==> config.mk <==
export PLATFORM = sky130hd
export DESIGN_NAME = fp_sum_top
export DESIGN_NICKNAME = d
export VERILOG_FILES = /design/src/verilog/fp_pkg.sv /design/src/verilog/mem_pkg.sv /design/src/verilog/fp_shifters.sv /design/src/verilog/fp_adder.sv /design/src/verilog/scratch_mem.sv /design/src/verilog/mem_arbiter.sv /design/src/verilog/sum_engine.sv /design/src/verilog/fp_sum_top.sv
export SDC_FILE = /design/constraint.sdc
export NUM_CORES = 2
export LEC_CHECK = 0
export ABC_AREA = 1
export BUFFER_PORTS_ARGS = -buffer_cell sky130_fd_sc_hd__buf_2
export CAP_MARGIN = 5
export CORE_UTILIZATION = 60
export CTS_BUF_LIST = sky130_fd_sc_hd__clkbuf_4 sky130_fd_sc_hd__clkbuf_8 sky130_fd_sc_hd__clkbuf_16
export CTS_CLUSTER_DIAMETER = 80
export DETAILED_ROUTE_END_ITERATION = 8
export PLACE_DENSITY_LB_ADDON = 0.1
export SETUP_SLACK_MARGIN = 0.3
export SYNTH_ARGS = -nofsm -noshare
export SYNTH_HDL_FRONTEND = slang
export SYNTH_SLANG_ARGS = --single-unit
==> constraint.sdc <==
create_clock -name clk -period 19.38 [get_ports clk]
set_clock_uncertainty 0.1 [all_clocks]
set_input_delay 1.938 -clock clk [delete_from_list [all_inputs] [get_ports clk]]
set_output_delay 1.938 -clock clk [all_outputs]
set_load 0.03 [all_outputs]
==> src/verilog/fp_pkg.sv <==
package fp_pkg;

	//////////////////////////////////////////////////
	// single precision format
	//////////////////////////////////////////////////

	localparam int fp_exp_w = 8;	// exponent bits
	localparam int fp_man_w = 23;	// stored mantissa bits

	localparam logic [31:0] fp_pos_inf = 32'h7F80_0000;	// exp all ones, man zero
	localparam logic [31:0] fp_neg_inf = 32'hFF80_0000;
	localparam logic [31:0] fp_pos_max = 32'h7F7F_FFFF;	// largest finite positive
	localparam logic [31:0] fp_neg_min = 32'hFF7F_FFFF;	// most negative finite

	// tag placed in the mantissa of every generated NaN
	localparam logic [fp_man_w-1:0] fp_nan_man = 23'h00DEAD;

	//////////////////////////////////////////////////
	// float word seen as bits or as fields
	//////////////////////////////////////////////////

	typedef union packed {
		logic [31:0] raw;			// whole word, as stored in memory
		struct packed {
			logic sign;				// 1 means negative
			logic [fp_exp_w-1:0] exp;	// biased by 127, zero for denormals
			logic [fp_man_w-1:0] man;	// fraction without the hidden one
		} fields;
	} fp_word_u;

endpackage

==> src/verilog/mem_pkg.sv <==
package mem_pkg;

	//////////////////////////////////////////////////
	// scratch memory geometry
	//////////////////////////////////////////////////

	localparam int mem_aw = 6;		// word address width
	localparam int mem_depth = 64;	// 2**mem_aw words
	localparam int cnt_w = 7;		// run length, wide enough for a full memory

	//////////////////////////////////////////////////
	// arbiter requester codes
	//////////////////////////////////////////////////

	localparam logic req_host = 1'b0;	// external host port
	localparam logic req_engine = 1'b1;	// summation engine

endpackage

==> src/verilog/fp_shifters.sv <==
`timescale 1ns/1ps

// log shifter, aligns the mantissa with the smaller exponent
module fp_right_shifter (
	input logic [23:0] in,
	input logic [4:0] shamt,
	output logic [23:0] out
);

	logic [23:0] st1, st2, st4, st8;	// outputs of the power of two stages

	assign st1 = shamt[0] ? {1'b0, in[23:1]} : in;
	assign st2 = shamt[1] ? {2'b0, st1[23:2]} : st1;
	assign st4 = shamt[2] ? {4'b0, st2[23:4]} : st2;
	assign st8 = shamt[3] ? {8'b0, st4[23:8]} : st4;
	assign out = shamt[4] ? {16'b0, st8[23:16]} : st8;	// 24 and up empties the word

endmodule

// log shifter, normalizes the sum by its leading zero count
module fp_left_shifter (
	input logic [23:0] in,
	input logic [4:0] shamt,
	output logic [23:0] out
);

	logic [23:0] st1, st2, st4, st8;

	assign st1 = shamt[0] ? {in[22:0], 1'b0} : in;
	assign st2 = shamt[1] ? {st1[21:0], 2'b0} : st1;
	assign st4 = shamt[2] ? {st2[19:0], 4'b0} : st2;
	assign st8 = shamt[3] ? {st4[15:0], 8'b0} : st4;
	assign out = shamt[4] ? {st8[7:0], 16'b0} : st8;

endmodule

==> src/verilog/fp_adder.sv <==
`timescale 1ns/1ps

module fp_adder (
	input fp_pkg::fp_word_u a,
	input fp_pkg::fp_word_u b,
	output fp_pkg::fp_word_u result
);

	logic [7:0] ea, eb;			// exponents
	logic [22:0] ma, mb;		// stored mantissas
	logic ea_z, eb_z;			// exponent is zero
	logic ea_lo, eb_lo;			// exponent is 0 or 1, both mean 2^-126
	logic a_zero, b_zero;		// +0 or -0

	logic [8:0] diff_raw;		// ea - eb with a borrow bit
	logic [8:0] diff;			// magnitude of the exponent gap
	logic [4:0] shamt;			// alignment shift
	logic a_shft;				// a has the smaller exponent
	logic too_far;				// gap too large, smaller operand dropped
	logic [23:0] m_in;			// hidden bit and mantissa of the smaller one
	logic [23:0] m_shft;		// after alignment
	logic [7:0] common_e;		// exponent both operands now share

	logic [23:0] ca, cb;		// signed magnitudes before sign extension
	logic [24:0] a2c, b2c;		// 25-bit two's complement operands
	logic [24:0] pre_sum;
	logic internal_ofl;			// 25-bit add overflowed
	logic exp_inc, exp_dec;
	logic [24:0] shft_sum;		// pre_sum with the overflow bit folded back
	logic [24:0] shft_temp;
	logic [23:0] sum_man;		// unsigned magnitude of the sum

	logic [4:0] lzc;			// leading zeros, 24 when the sum is zero
	logic [4:0] norm_amt;		// lzc unless the exponent is already minimal
	logic [8:0] exp_diff;		// common_e - norm_amt, sign in bit 8
	logic denorm;				// result lands in the denormal range
	logic [4:0] ls_amt;
	logic [23:0] norm_sum;
	logic [7:0] norm_exp;
	logic [22:0] norm_man;
	logic sign_out;

	logic nan, pos_inf, neg_inf;

	//////////////////////////////////////////////////
	// operand decode
	//////////////////////////////////////////////////

	assign ea = a.fields.exp;
	assign eb = b.fields.exp;
	assign ma = a.fields.man;
	assign mb = b.fields.man;
	assign ea_z = ~|ea;
	assign eb_z = ~|eb;
	assign ea_lo = ~|ea[7:1];
	assign eb_lo = ~|eb[7:1];
	assign a_zero = ~|a.raw[30:0];
	assign b_zero = ~|b.raw[30:0];

	//////////////////////////////////////////////////
	// exponent compare and alignment
	//////////////////////////////////////////////////

	assign diff_raw = {1'b0, ea} - {1'b0, eb};
	assign a_shft = diff_raw[8];	// borrow means eb is larger
	assign diff = a_shft ? (~diff_raw + 9'd1) : diff_raw;

	// denormal exponent counts as 1, so one shift less against a zero exponent
	assign shamt = (ea_lo & eb_lo) ? 5'd0 :
			(ea_z | eb_z) ? diff[4:0] - 5'd1 :
			diff[4:0];

	assign m_in = a_shft ? {~ea_z, ma} : {~eb_z, mb};
	assign common_e = a_shft ? eb : ea;

	fp_right_shifter align_i (
		.in(m_in),
		.shamt(shamt),
		.out(m_shft)
	);

	// flush the shifted operand once the gap reaches 23 bits
	assign too_far = ~|m_shft | (|diff[8:5]) | (&diff[4:3]) | (&{diff[4], diff[2:0]});

	//////////////////////////////////////////////////
	// two's complement add
	//////////////////////////////////////////////////

	assign ca = a_shft ? (a.fields.sign ? ~m_shft + 24'd1 : m_shft) :
			(a.fields.sign ? ~{~ea_z, ma} + 24'd1 : {~ea_z, ma});
	assign cb = a_shft ? (b.fields.sign ? ~{~eb_z, mb} + 24'd1 : {~eb_z, mb}) :
			(b.fields.sign ? ~m_shft + 24'd1 : m_shft);

	assign a2c = (a_shft & too_far) ? 25'd0 : {a.fields.sign, ca};
	assign b2c = (~a_shft & too_far) ? 25'd0 : {b.fields.sign, cb};

	assign pre_sum = a2c + b2c;
	// like signs giving an unlike sign
	assign internal_ofl = (~a2c[24] & ~b2c[24] & pre_sum[24]) |
			(a2c[24] & b2c[24] & ~pre_sum[24]);

	assign shft_sum = internal_ofl ? {~pre_sum[24], pre_sum[24:1]} : pre_sum;
	assign shft_temp = ~(shft_sum - 25'd1);	// negate back to a magnitude
	assign sum_man = shft_sum[24] ? shft_temp[23:0] : shft_sum[23:0];

	// carry out of two denormals or two same-sign hidden ones
	assign exp_inc = internal_ofl | (ea_z & eb_z & sum_man[23]) |
			(pre_sum == 25'h100_0000) |
			(~(a2c[24] ^ b2c[24]) & a2c[23] & b2c[23] & ~pre_sum[23] &
			(~|pre_sum[22:0]));
	// exponent 1 drops to denormal
	assign exp_dec = ~internal_ofl & (~|common_e[7:1]) & common_e[0] & ~sum_man[23];

	//////////////////////////////////////////////////
	// normalization
	//////////////////////////////////////////////////

	always_comb begin
		lzc = 5'd24;	// nothing set
		for (int i = 0; i < 24; i++) begin
			if (sum_man[i])
				lzc = 5'(23 - i);	// highest set bit wins, it comes last
		end
	end

	assign norm_amt = (~|common_e[7:1]) ? 5'd0 : lzc;
	assign exp_diff = {1'b0, common_e} - {4'b0, norm_amt};
	assign denorm = exp_diff[8] | (~|exp_diff);
	assign ls_amt = denorm ? common_e[4:0] : norm_amt;	// stop at the minimum exponent

	fp_left_shifter norm_i (
		.in(sum_man),
		.shamt(ls_amt),
		.out(norm_sum)
	);

	assign norm_exp = exp_inc ? common_e + 8'd1 :
			(&norm_amt[4:3]) ? 8'h00 :	// zero sum
			exp_dec ? 8'h00 :
			denorm ? 8'h00 :
			common_e - {3'b0, norm_amt};
	assign norm_man = (denorm & (|norm_amt)) ? norm_sum[23:1] : norm_sum[22:0];
	assign sign_out = internal_ofl ? ~pre_sum[24] : pre_sum[24];

	//////////////////////////////////////////////////
	// special cases, NaN first then infinities then zeros
	//////////////////////////////////////////////////

	assign nan = (a.raw == fp_pkg::fp_pos_inf & b.raw == fp_pkg::fp_neg_inf) |
			(b.raw == fp_pkg::fp_pos_inf & a.raw == fp_pkg::fp_neg_inf) |
			(&ea & |ma) | (&eb & |mb);
	assign pos_inf = (a.raw == fp_pkg::fp_pos_inf & b.raw != fp_pkg::fp_neg_inf) |
			(b.raw == fp_pkg::fp_pos_inf & a.raw != fp_pkg::fp_neg_inf) |
			(a.raw == fp_pkg::fp_pos_max & b.raw == fp_pkg::fp_pos_max) |
			(~sign_out & (&norm_exp));	// exponent overflow
	assign neg_inf = (a.raw == fp_pkg::fp_neg_inf & b.raw != fp_pkg::fp_pos_inf) |
			(b.raw == fp_pkg::fp_neg_inf & a.raw != fp_pkg::fp_pos_inf) |
			(a.raw == fp_pkg::fp_neg_min & b.raw == fp_pkg::fp_neg_min) |
			(sign_out & (&norm_exp));

	assign result.raw = nan ? {sign_out, 8'hFF, fp_pkg::fp_nan_man} :
			neg_inf ? fp_pkg::fp_neg_inf :
			pos_inf ? fp_pkg::fp_pos_inf :
			a_zero ? b.raw :
			b_zero ? a.raw :
			{sign_out, norm_exp, norm_man};

endmodule

==> src/verilog/scratch_mem.sv <==
`timescale 1ns/1ps

module scratch_mem (
	input logic clk,
	input logic en,		// access this cycle
	input logic we,		// write when set, read otherwise
	input logic [mem_pkg::mem_aw-1:0] addr,
	input logic [31:0] wdata,
	output logic [31:0] rdata
);

	logic [31:0] mem [mem_pkg::mem_depth];	// word storage

	//////////////////////////////////////////////////
	// single port, one cycle read
	//////////////////////////////////////////////////

	always_ff @(posedge clk) begin
		if (en) begin
			if (we)
				mem[addr] <= wdata;	// lands on this edge
			else
				rdata <= mem[addr];	// valid the cycle after
		end
	end

endmodule

==> src/verilog/mem_arbiter.sv <==
`timescale 1ns/1ps

module mem_arbiter (
	input logic clk,
	input logic arst_n,
	input logic host_wr,
	input logic host_rd,
	input logic [mem_pkg::mem_aw-1:0] host_addr,
	input logic [31:0] host_wdata,
	input logic eng_req,
	input logic eng_we,
	input logic [mem_pkg::mem_aw-1:0] eng_addr,
	input logic [31:0] eng_wdata,
	input logic [31:0] mem_rdata,
	output logic [31:0] host_rdata,
	output logic host_rd_valid,
	output logic eng_gnt,
	output logic [31:0] eng_rdata,
	output logic eng_rvalid,
	output logic mem_en,
	output logic mem_we,
	output logic [mem_pkg::mem_aw-1:0] mem_addr,
	output logic [31:0] mem_wdata
);

	logic host_sel;		// host strobe present, host owns the port
	logic rd_pend;		// a read returns data this cycle
	logic rd_owner;		// who issued that read

	//////////////////////////////////////////////////
	// fixed priority, host always wins
	//////////////////////////////////////////////////

	assign host_sel = host_wr | host_rd;
	assign eng_gnt = eng_req & ~host_sel;	// engine keeps asking until this
	assign mem_en = host_sel | eng_req;
	assign mem_we = host_sel ? host_wr : eng_we;
	assign mem_addr = host_sel ? host_addr : eng_addr;
	assign mem_wdata = host_sel ? host_wdata : eng_wdata;

	// remember the read in flight
	always_ff @(posedge clk or negedge arst_n) begin
		if (!arst_n) begin
			rd_pend <= 1'b0;
			rd_owner <= mem_pkg::req_host;
		end else begin
			rd_pend <= host_rd | (eng_gnt & ~eng_we);
			rd_owner <= host_rd ? mem_pkg::req_host : mem_pkg::req_engine;
		end
	end

	// route returning data to its owner
	assign host_rd_valid = rd_pend & (rd_owner == mem_pkg::req_host);
	assign eng_rvalid = rd_pend & (rd_owner == mem_pkg::req_engine);
	assign host_rdata = mem_rdata;
	assign eng_rdata = mem_rdata;	// qualified by eng_rvalid

endmodule

==> src/verilog/sum_engine.sv <==
`timescale 1ns/1ps

module sum_engine (
	input logic clk,
	input logic arst_n,
	input logic start,		// one cycle, ignored while busy
	input logic [mem_pkg::mem_aw-1:0] base_addr,
	input logic [mem_pkg::cnt_w-1:0] count,
	input logic [mem_pkg::mem_aw-1:0] result_addr,
	input logic eng_gnt,
	input logic [31:0] eng_rdata,
	input logic eng_rvalid,
	output logic eng_req,
	output logic eng_we,
	output logic [mem_pkg::mem_aw-1:0] eng_addr,
	output logic [31:0] eng_wdata,
	output logic busy,
	output logic done,
	output logic [31:0] sum
);

	logic [mem_pkg::cnt_w-1:0] cnt_q;		// words in this run
	logic [mem_pkg::cnt_w-1:0] iss_cnt;		// reads granted so far
	logic [mem_pkg::cnt_w-1:0] ret_cnt;		// words accumulated so far
	logic [mem_pkg::mem_aw-1:0] base_q, res_q;
	fp_pkg::fp_word_u acc;					// running sum
	fp_pkg::fp_word_u ret_word;				// word coming back from memory
	fp_pkg::fp_word_u add_res;
	logic accept;							// start taken this cycle
	logic issuing;							// reads still to issue
	logic wr_phase;							// all words in, write back

	//////////////////////////////////////////////////
	// request side
	//////////////////////////////////////////////////

	assign accept = start & ~busy & (|count);
	assign issuing = busy & (iss_cnt != cnt_q);
	assign wr_phase = busy & (ret_cnt == cnt_q);	// implies all reads issued
	assign eng_req = issuing | wr_phase;
	assign eng_we = wr_phase;
	assign eng_addr = wr_phase ? res_q : base_q + iss_cnt[mem_pkg::mem_aw-1:0];
	assign eng_wdata = acc.raw;
	assign sum = acc.raw;	// final once done pulses

	assign ret_word.raw = eng_rdata;

	fp_adder add_i (
		.a(acc),		// accumulator feeds back
		.b(ret_word),
		.result(add_res)
	);

	//////////////////////////////////////////////////
	// control
	//////////////////////////////////////////////////

	always_ff @(posedge clk or negedge arst_n) begin
		if (!arst_n) begin
			busy <= 1'b0;
			done <= 1'b0;
			iss_cnt <= '0;
			ret_cnt <= '0;
		end else begin
			done <= 1'b0;	// pulse
			if (accept) begin
				busy <= 1'b1;
				iss_cnt <= '0;
				ret_cnt <= '0;
			end else if (busy) begin
				if (eng_gnt & issuing)
					iss_cnt <= iss_cnt + 1'b1;	// next address goes out
				if (eng_rvalid)
					ret_cnt <= ret_cnt + 1'b1;
				if (eng_gnt & wr_phase) begin
					busy <= 1'b0;	// sum is in memory
					done <= 1'b1;
				end
			end
		end
	end

	// run parameters and accumulator
	always_ff @(posedge clk) begin
		if (accept) begin
			cnt_q <= count;
			base_q <= base_addr;
			res_q <= result_addr;
			acc.raw <= '0;	// +0
		end else if (eng_rvalid) begin
			acc <= add_res;
		end
	end

endmodule

==> src/verilog/fp_sum_top.sv <==
`timescale 1ns/1ps

module fp_sum_top (
	input logic clk,
	input logic arst_n,
	input logic host_wr,
	input logic host_rd,
	input logic [mem_pkg::mem_aw-1:0] host_addr,
	input logic [31:0] host_wdata,
	output logic [31:0] host_rdata,
	output logic host_rd_valid,
	input logic start,
	input logic [mem_pkg::mem_aw-1:0] base_addr,
	input logic [mem_pkg::cnt_w-1:0] count,
	input logic [mem_pkg::mem_aw-1:0] result_addr,
	output logic busy,
	output logic done,
	output logic [31:0] sum
);

	//////////////////////////////////////////////////
	// engine to arbiter
	//////////////////////////////////////////////////

	logic eng_req, eng_we, eng_gnt, eng_rvalid;
	logic [mem_pkg::mem_aw-1:0] eng_addr;
	logic [31:0] eng_wdata, eng_rdata;

	// arbiter to memory
	logic mem_en, mem_we;
	logic [mem_pkg::mem_aw-1:0] mem_addr;
	logic [31:0] mem_wdata, mem_rdata;

	mem_arbiter mem_arbiter_i (
		.clk(clk), .arst_n(arst_n),
		.host_wr(host_wr), .host_rd(host_rd),
		.host_addr(host_addr), .host_wdata(host_wdata),
		.eng_req(eng_req), .eng_we(eng_we),
		.eng_addr(eng_addr), .eng_wdata(eng_wdata),
		.mem_rdata(mem_rdata),
		.host_rdata(host_rdata), .host_rd_valid(host_rd_valid),
		.eng_gnt(eng_gnt), .eng_rdata(eng_rdata), .eng_rvalid(eng_rvalid),
		.mem_en(mem_en), .mem_we(mem_we),
		.mem_addr(mem_addr), .mem_wdata(mem_wdata)
	);

	scratch_mem scratch_mem_i (
		.clk(clk), .en(mem_en), .we(mem_we),
		.addr(mem_addr), .wdata(mem_wdata), .rdata(mem_rdata)
	);

	sum_engine sum_engine_i (
		.clk(clk), .arst_n(arst_n),
		.start(start), .base_addr(base_addr),
		.count(count), .result_addr(result_addr),
		.eng_gnt(eng_gnt), .eng_rdata(eng_rdata), .eng_rvalid(eng_rvalid),
		.eng_req(eng_req), .eng_we(eng_we),
		.eng_addr(eng_addr), .eng_wdata(eng_wdata),
		.busy(busy), .done(done), .sum(sum)	// done ends the busy period
	);

endmodule

# After elaboration in Yosys (flattened, before gate mapping)

Memory sizes are Yosys's and may differ from the RTL's. A register that Yosys moved wholly into a read port is not among the register bits.
Cells that the tools add are included.

Input bits: 62
Memories kept: 1
Output and inout port bits: 67
Bits in registers: 69
Memory bits (writable): 2,048

Add/subtract/negate cells: 14
Bitwise operators: 81
Multiplexer cells: 82
Equal/unequal tests: 16
Reductions and logical operators: 36

Memories:

| name              | words | bits a word | rd ports | clocked after Yosys merged registers in | wr ports | RTL line          | text |
|---|---|---|---|---|---|---|---|
| scratch_mem_i.mem | 64    | 32          | 1        | 1                                       | 1        | scratch_mem.sv:12 | `logic [31:0] mem [mem_pkg::mem_depth];` |

Operator list:

| kind                    | count |
|---|---|
| $mux W24                | 18 |
| $mux W32                | 6 |
| $eq A32 B31 Y1 const B  | 4 |
| $eq A32 B32 Y1 const B  | 4 |
| $mux W5                 | 21 |
| $not A24 Y24            | 4 |
| $mux W25                | 3 |
| $add A24 B1 Y24 const B | 3 |
| $reduce_or A23 Y1       | 3 |
| $ne A32 B31 Y1 const B  | 2 |
| $ne A32 B32 Y1 const B  | 2 |
| $reduce_or A31 Y1       | 2 |
| $mux W7                 | 6 |
| $mux W8                 | 5 |
| $and A1 B1 Y1           | 39 |
| $mux W4                 | 7 |
| $reduce_or A7 Y1        | 4 |
| $add A25 B25 Y25        | 1 |
| $eq A25 B25 Y1 const B  | 1 |
| $reduce_and A8 Y1       | 3 |
| $reduce_or A24 Y1       | 1 |
| $sub A24 B1 Y24 const B | 1 |
| $mux W23                | 1 |
| $or A1 B1 Y1            | 22 |
| 25 further kinds        | 66 |

# Longest topological paths before layout

Word-level depth: 68
Mapped depth: 103
Mapped depth without buffers: 102

# Modules after synthesis

Synthesis repeated with hierarchy kept, for this count alone.

Cell total of the unflattened synthesis: 11,568
Area, all modules: 104,388.9 um^2

By module, submodules not included:

| module           | times used | cells an instance | seq. area each (um^2) | area an instance (um^2) |
|---|---|---|---|---|
| scratch_mem      | 1          | 8,442             | 62,459.9              | 87,448.9 |
| fp_adder         | 1          | 2,008             | 0.0                   | 10,127.2 |
| sum_engine       | 1          | 399               | 1,611.5               | 3,281.9 |
| fp_left_shifter  | 1          | 261               | 0.0                   | 1,313.8 |
| fp_right_shifter | 1          | 256               | 0.0                   | 1,149.9 |
| mem_arbiter      | 1          | 202               | 50.0                  | 1,067.3 |

# Worst setup path before layout

Ideal clock, no wire load.

Path kind: reg2reg
Start point: register sum_engine_i.acc (netlist bit sum_engine_i.eng_wdata[23])
End point: register sum_engine_i.acc (netlist bit sum_engine_i.eng_wdata[13])
Stages on the path, launching flop included: 86
Buffers on the path: 5
Period minus slack after synthesis: 12.155 ns
Arrival time: 11.934 ns
Slack: 7.225 ns
Cell sequence: dfxtp_1 > inv_1 > ha_1 > inv_1 > fa_1 > inv_1 > ha_1 > inv_1 > nand3_2 > nand2_2 > ha_1 > a21oi_1 > nand2_4 > clkinv_2 > buf_6 > nand3_1 > nand3_1 > nand2_1 > [50 not listed] > xor2_1 > nand3_1 > nand2_1 > inv_1 > buf_2 > nand4_1 > nor2_1 > nand3_1 > nand2_1 > nand2_1 > nor2_2 > nand3_2 > nand2_4 > nor2_4 > a21oi_4 > buf_6 > buf_6 > a21oi_2

Longest elaborated chain between the ends: 68

Ends and longest elaborated chain:

| element                                                | RTL line         | text |
|---|---|---|
| start, declared                                        | sum_engine.sv:26 | `fp_pkg::fp_word_u acc;` |
| start signal, assigned                                 | sum_engine.sv:91 | `acc <= add_res;` |
| branches (longest 68 deep; another with $sub A8 B8 Y9) | n/a              |  |

Parallel ways; which one is timed is not known. The select of a mux whose other input is x is not followed.
A chain may end at the register's enable or synchronous reset.

# Worst setup path after layout

Start point: register sum_engine_i.acc (netlist bit sum_engine_i.eng_wdata[23])
End point: register sum_engine_i.acc (netlist bit sum_engine_i.eng_wdata[0])

The elaborated chain is that of the path after synthesis.

==> impl_metrics.tcl <==
set metrics [dict create \
    outcome "complete, but fails checks" \
    violations "DRC" \
    drtPass1Iterations 9 \
    vias_per_cell 6.69 \
    slowest_delay_ns 1.01 \
    syn_nets 7338 \
    ys_seq_area_share_pct 70.7 \
    drtAntennaViolNets 0 \
    synthCells 7216 \
    ctsHoldBuffers 0 \
    syn_area_per_cell_um2 12.6 \
    cts_setup_buffers 0 \
    grt_pass1_wl_mm 427 \
    drc 6 \
    crit_path_max_fanout 99 \
    io_buffers 128 \
    yosys.area.top_type "edfxtp_1" \
    clock_path_buffers 3 \
    crit_slowest_cell "o21ai_1" \
    synth-edff-count 2099 \
    clkTransAtPathRegs_ns 0.06 \
    tns_ns 0 \
    cts_inserted_buffers 207 \
    ys_types 68 \
    vias 64041 \
    synth_seq_cells 2149 \
    slew_headroom_pct 1.35 \
    clk_latency_ns 0.87 \
    grt_max_degree 100 \
    fp.dieH_um 391 \
    grt_overflow 0 \
    synth_common_cells "2099 x edfxtp_1, 1653 x nand2_1, 474 x nand3_1" \
    required_ns 19.95 \
    crit_path_end_kind "flop" \
    route.met3.wl_mm 37.8 \
    worst_slew_pin_slew_ns 1.48 \
    fin_crit_sh_pct 85.8 \
    ys.flop_type "edfxtp_1" \
    synth_top_area_share_pct 69.5 \
    r2r-start "sum_engine_i.eng_wdata[23]" \
    cpMostUsedCell "nand2_1" \
    drt_wl_total_mm 304 \
    fin_crit_ns 16.64 \
    initial_core_util_pct 60.5 \
    gp_congestion 1.06 \
    wl_met1_mm 113 \
    critPathKind "reg2reg" \
    wl_met2_mm 137 \
    arrival_ns 17.20 \
    fmax_mhz 60.1 \
    drt_iter0_drc 9640 \
    grt_pass1_vias 59901 \
    slew_violations 0 \
    min_path_type "reg2reg" \
    cts_max_level 4 \
    drive_gt1_share_pct 11.6 \
    wl_per_cell_um 31.7 \
    ys_warn_count 0 \
    setup.worst_path.start "sum_engine_i.eng_wdata[23]" \
    setup_violations 0 \
    max-cap-violations 0 \
    hold_viol_final 0 \
    top_layer "met5" \
    cts_tree "done" \
    post_cts_resized 0 \
    synthTopCellsByArea "edfxtp_1 70%, nand2_1 6.8%, nand3_1 2.6%" \
    clock-sinks 2149 \
    hpwl_mm 188 \
    ys_async_sr_fraction_pct 0.838 \
    die_w_um 391 \
    syn_area_um2 90700 \
    nets 7493 \
    area_delta_synth_final_pct 12.1 \
    placementRows 142 \
    antenna_found_initial 20 \
    ios 129 \
    core-area_um2 150000 \
    rsz0062_at_grt "no" \
    min_from "sum_engine_i.iss_cnt[4]" \
    cts_root_buf "clkbuf_16" \
    start_kind "flop" \
    grt_use_total_pct 39.5 \
    yosysMostFrequentCell "edfxtp_1" \
    die_area_um2 153000 \
]
## sequential cells by signal, indices dropped and copies added (netlist names)
| signal | cells |
|---|---|
| scratch_mem_i.mem | 2048 |
| scratch_mem_i.rdata | 32 |
| sum_engine_i.eng_wdata | 32 |
| sum_engine_i.cnt_q | 7 |
| sum_engine_i.iss_cnt | 7 |
| sum_engine_i.ret_cnt | 7 |
| sum_engine_i.base_q | 6 |
| sum_engine_i.res_q | 6 |
| mem_arbiter_i.rd_owner | 1 |
| mem_arbiter_i.rd_pend | 1 |
| sum_engine_i.busy | 1 |
| sum_engine_i.done | 1 |
## layer usage
metal,global-route usage (%),vias up
met4,19.4,8
met2,59.7,4538
met1,54.8,31477
li1,-,27377
met3,8.23,641
met5,0.0319,-
## cell type report
| type | instances | area [µm²] |
|---|---|---|
| tap | 2016 | 2520 |
| multi-input combinational | 4315 | 24500 |
| inverter | 385 | 1450 |
| fill | 10578 | 48300 |
| timing repair buffer | 313 | 2120 |
| clock inverter | 132 | 1420 |
| sequential | 2149 | 64100 |
| clock buffer | 253 | 5530 |
| antenna | 9 | 22.5 |
## cells by family (layout without fill, tap and decap cells)
logic type      Yosys count  in the layout  synth area share (%)
compound gates         1221           1221                  9.91
xor+xnor                 78             78                 0.753
fa+ha+maj                60             60                 0.869
buf+inv                 752           1083                  3.31
flops                  2149           2149                  70.7
other cells               0              9                     0
simple gates           2956           2956                  14.5
## metrics by stage
step / util [%] / setup WS, ns / instance area, µm² / std cells / hold WS (ns)
3_5_place_dp: 63.2 / 3.09 / 94700 / 9178 / 0.429
5_1_grt: 67.8 / 1.34 / 102000 / 9569 / 0.470
4_1_cts: 67.8 / 3.05 / 102000 / 9563 / 0.440
3_3_place_gp: 63.2 / 3.26 / 94700 / 9178 / 0.438
2_1_floorplan: - / 7.22 / 90700 / 7216 / 0.389
6_report: 67.8 / 2.74 / 102000 / 9572 / 0.434
## worst paths after layout
kind,cells past startpoint,to,slack (ns)
max in group asynchronous,1,sum_engine_i.ret_cnt[5],17.93
setup reg to reg,80,sum_engine_i.eng_wdata[0],2.74
hold / removal,1,sum_engine_i.iss_cnt[5],0.43
min in group asynchronous,1,sum_engine_i.iss_cnt[1],0.92
setup / recovery,80,sum_engine_i.eng_wdata[0],2.74
hold reg to reg,1,sum_engine_i.iss_cnt[5],0.43
## worst max-delay path, delay by kind of cell (launching register included)
kind | cells | cell delay [ns]
simple gates | 49 | 7.34
compound gates | 12 | 2.81
xor+xnor | 2 | 0.56
flops | 1 | 0.44
buf+inv | 11 | 3.21
fa+ha+maj | 6 | 1.95
## layout by cell type (no fill, tap or decap), drive strengths merged, types with 19 or more instances in the layout
master / n
xor2: 69
a211oi: 19
clkbuf: 253
o21ai: 214
nand4: 318
a221oi: 255
a21oi: 144
a22o: 189
nand3: 490
nor4: 24
buf: 313
inv: 382
nand2: 1682
a31oi: 22
a22oi: 302
ha: 55
dfxtp: 32
edfxtp: 2099
nor2: 307
clkinv: 114
nor3: 99
Power is not shown: default switching activity piles up to over one toggle a cycle in this logic, so the estimate is an artifact.
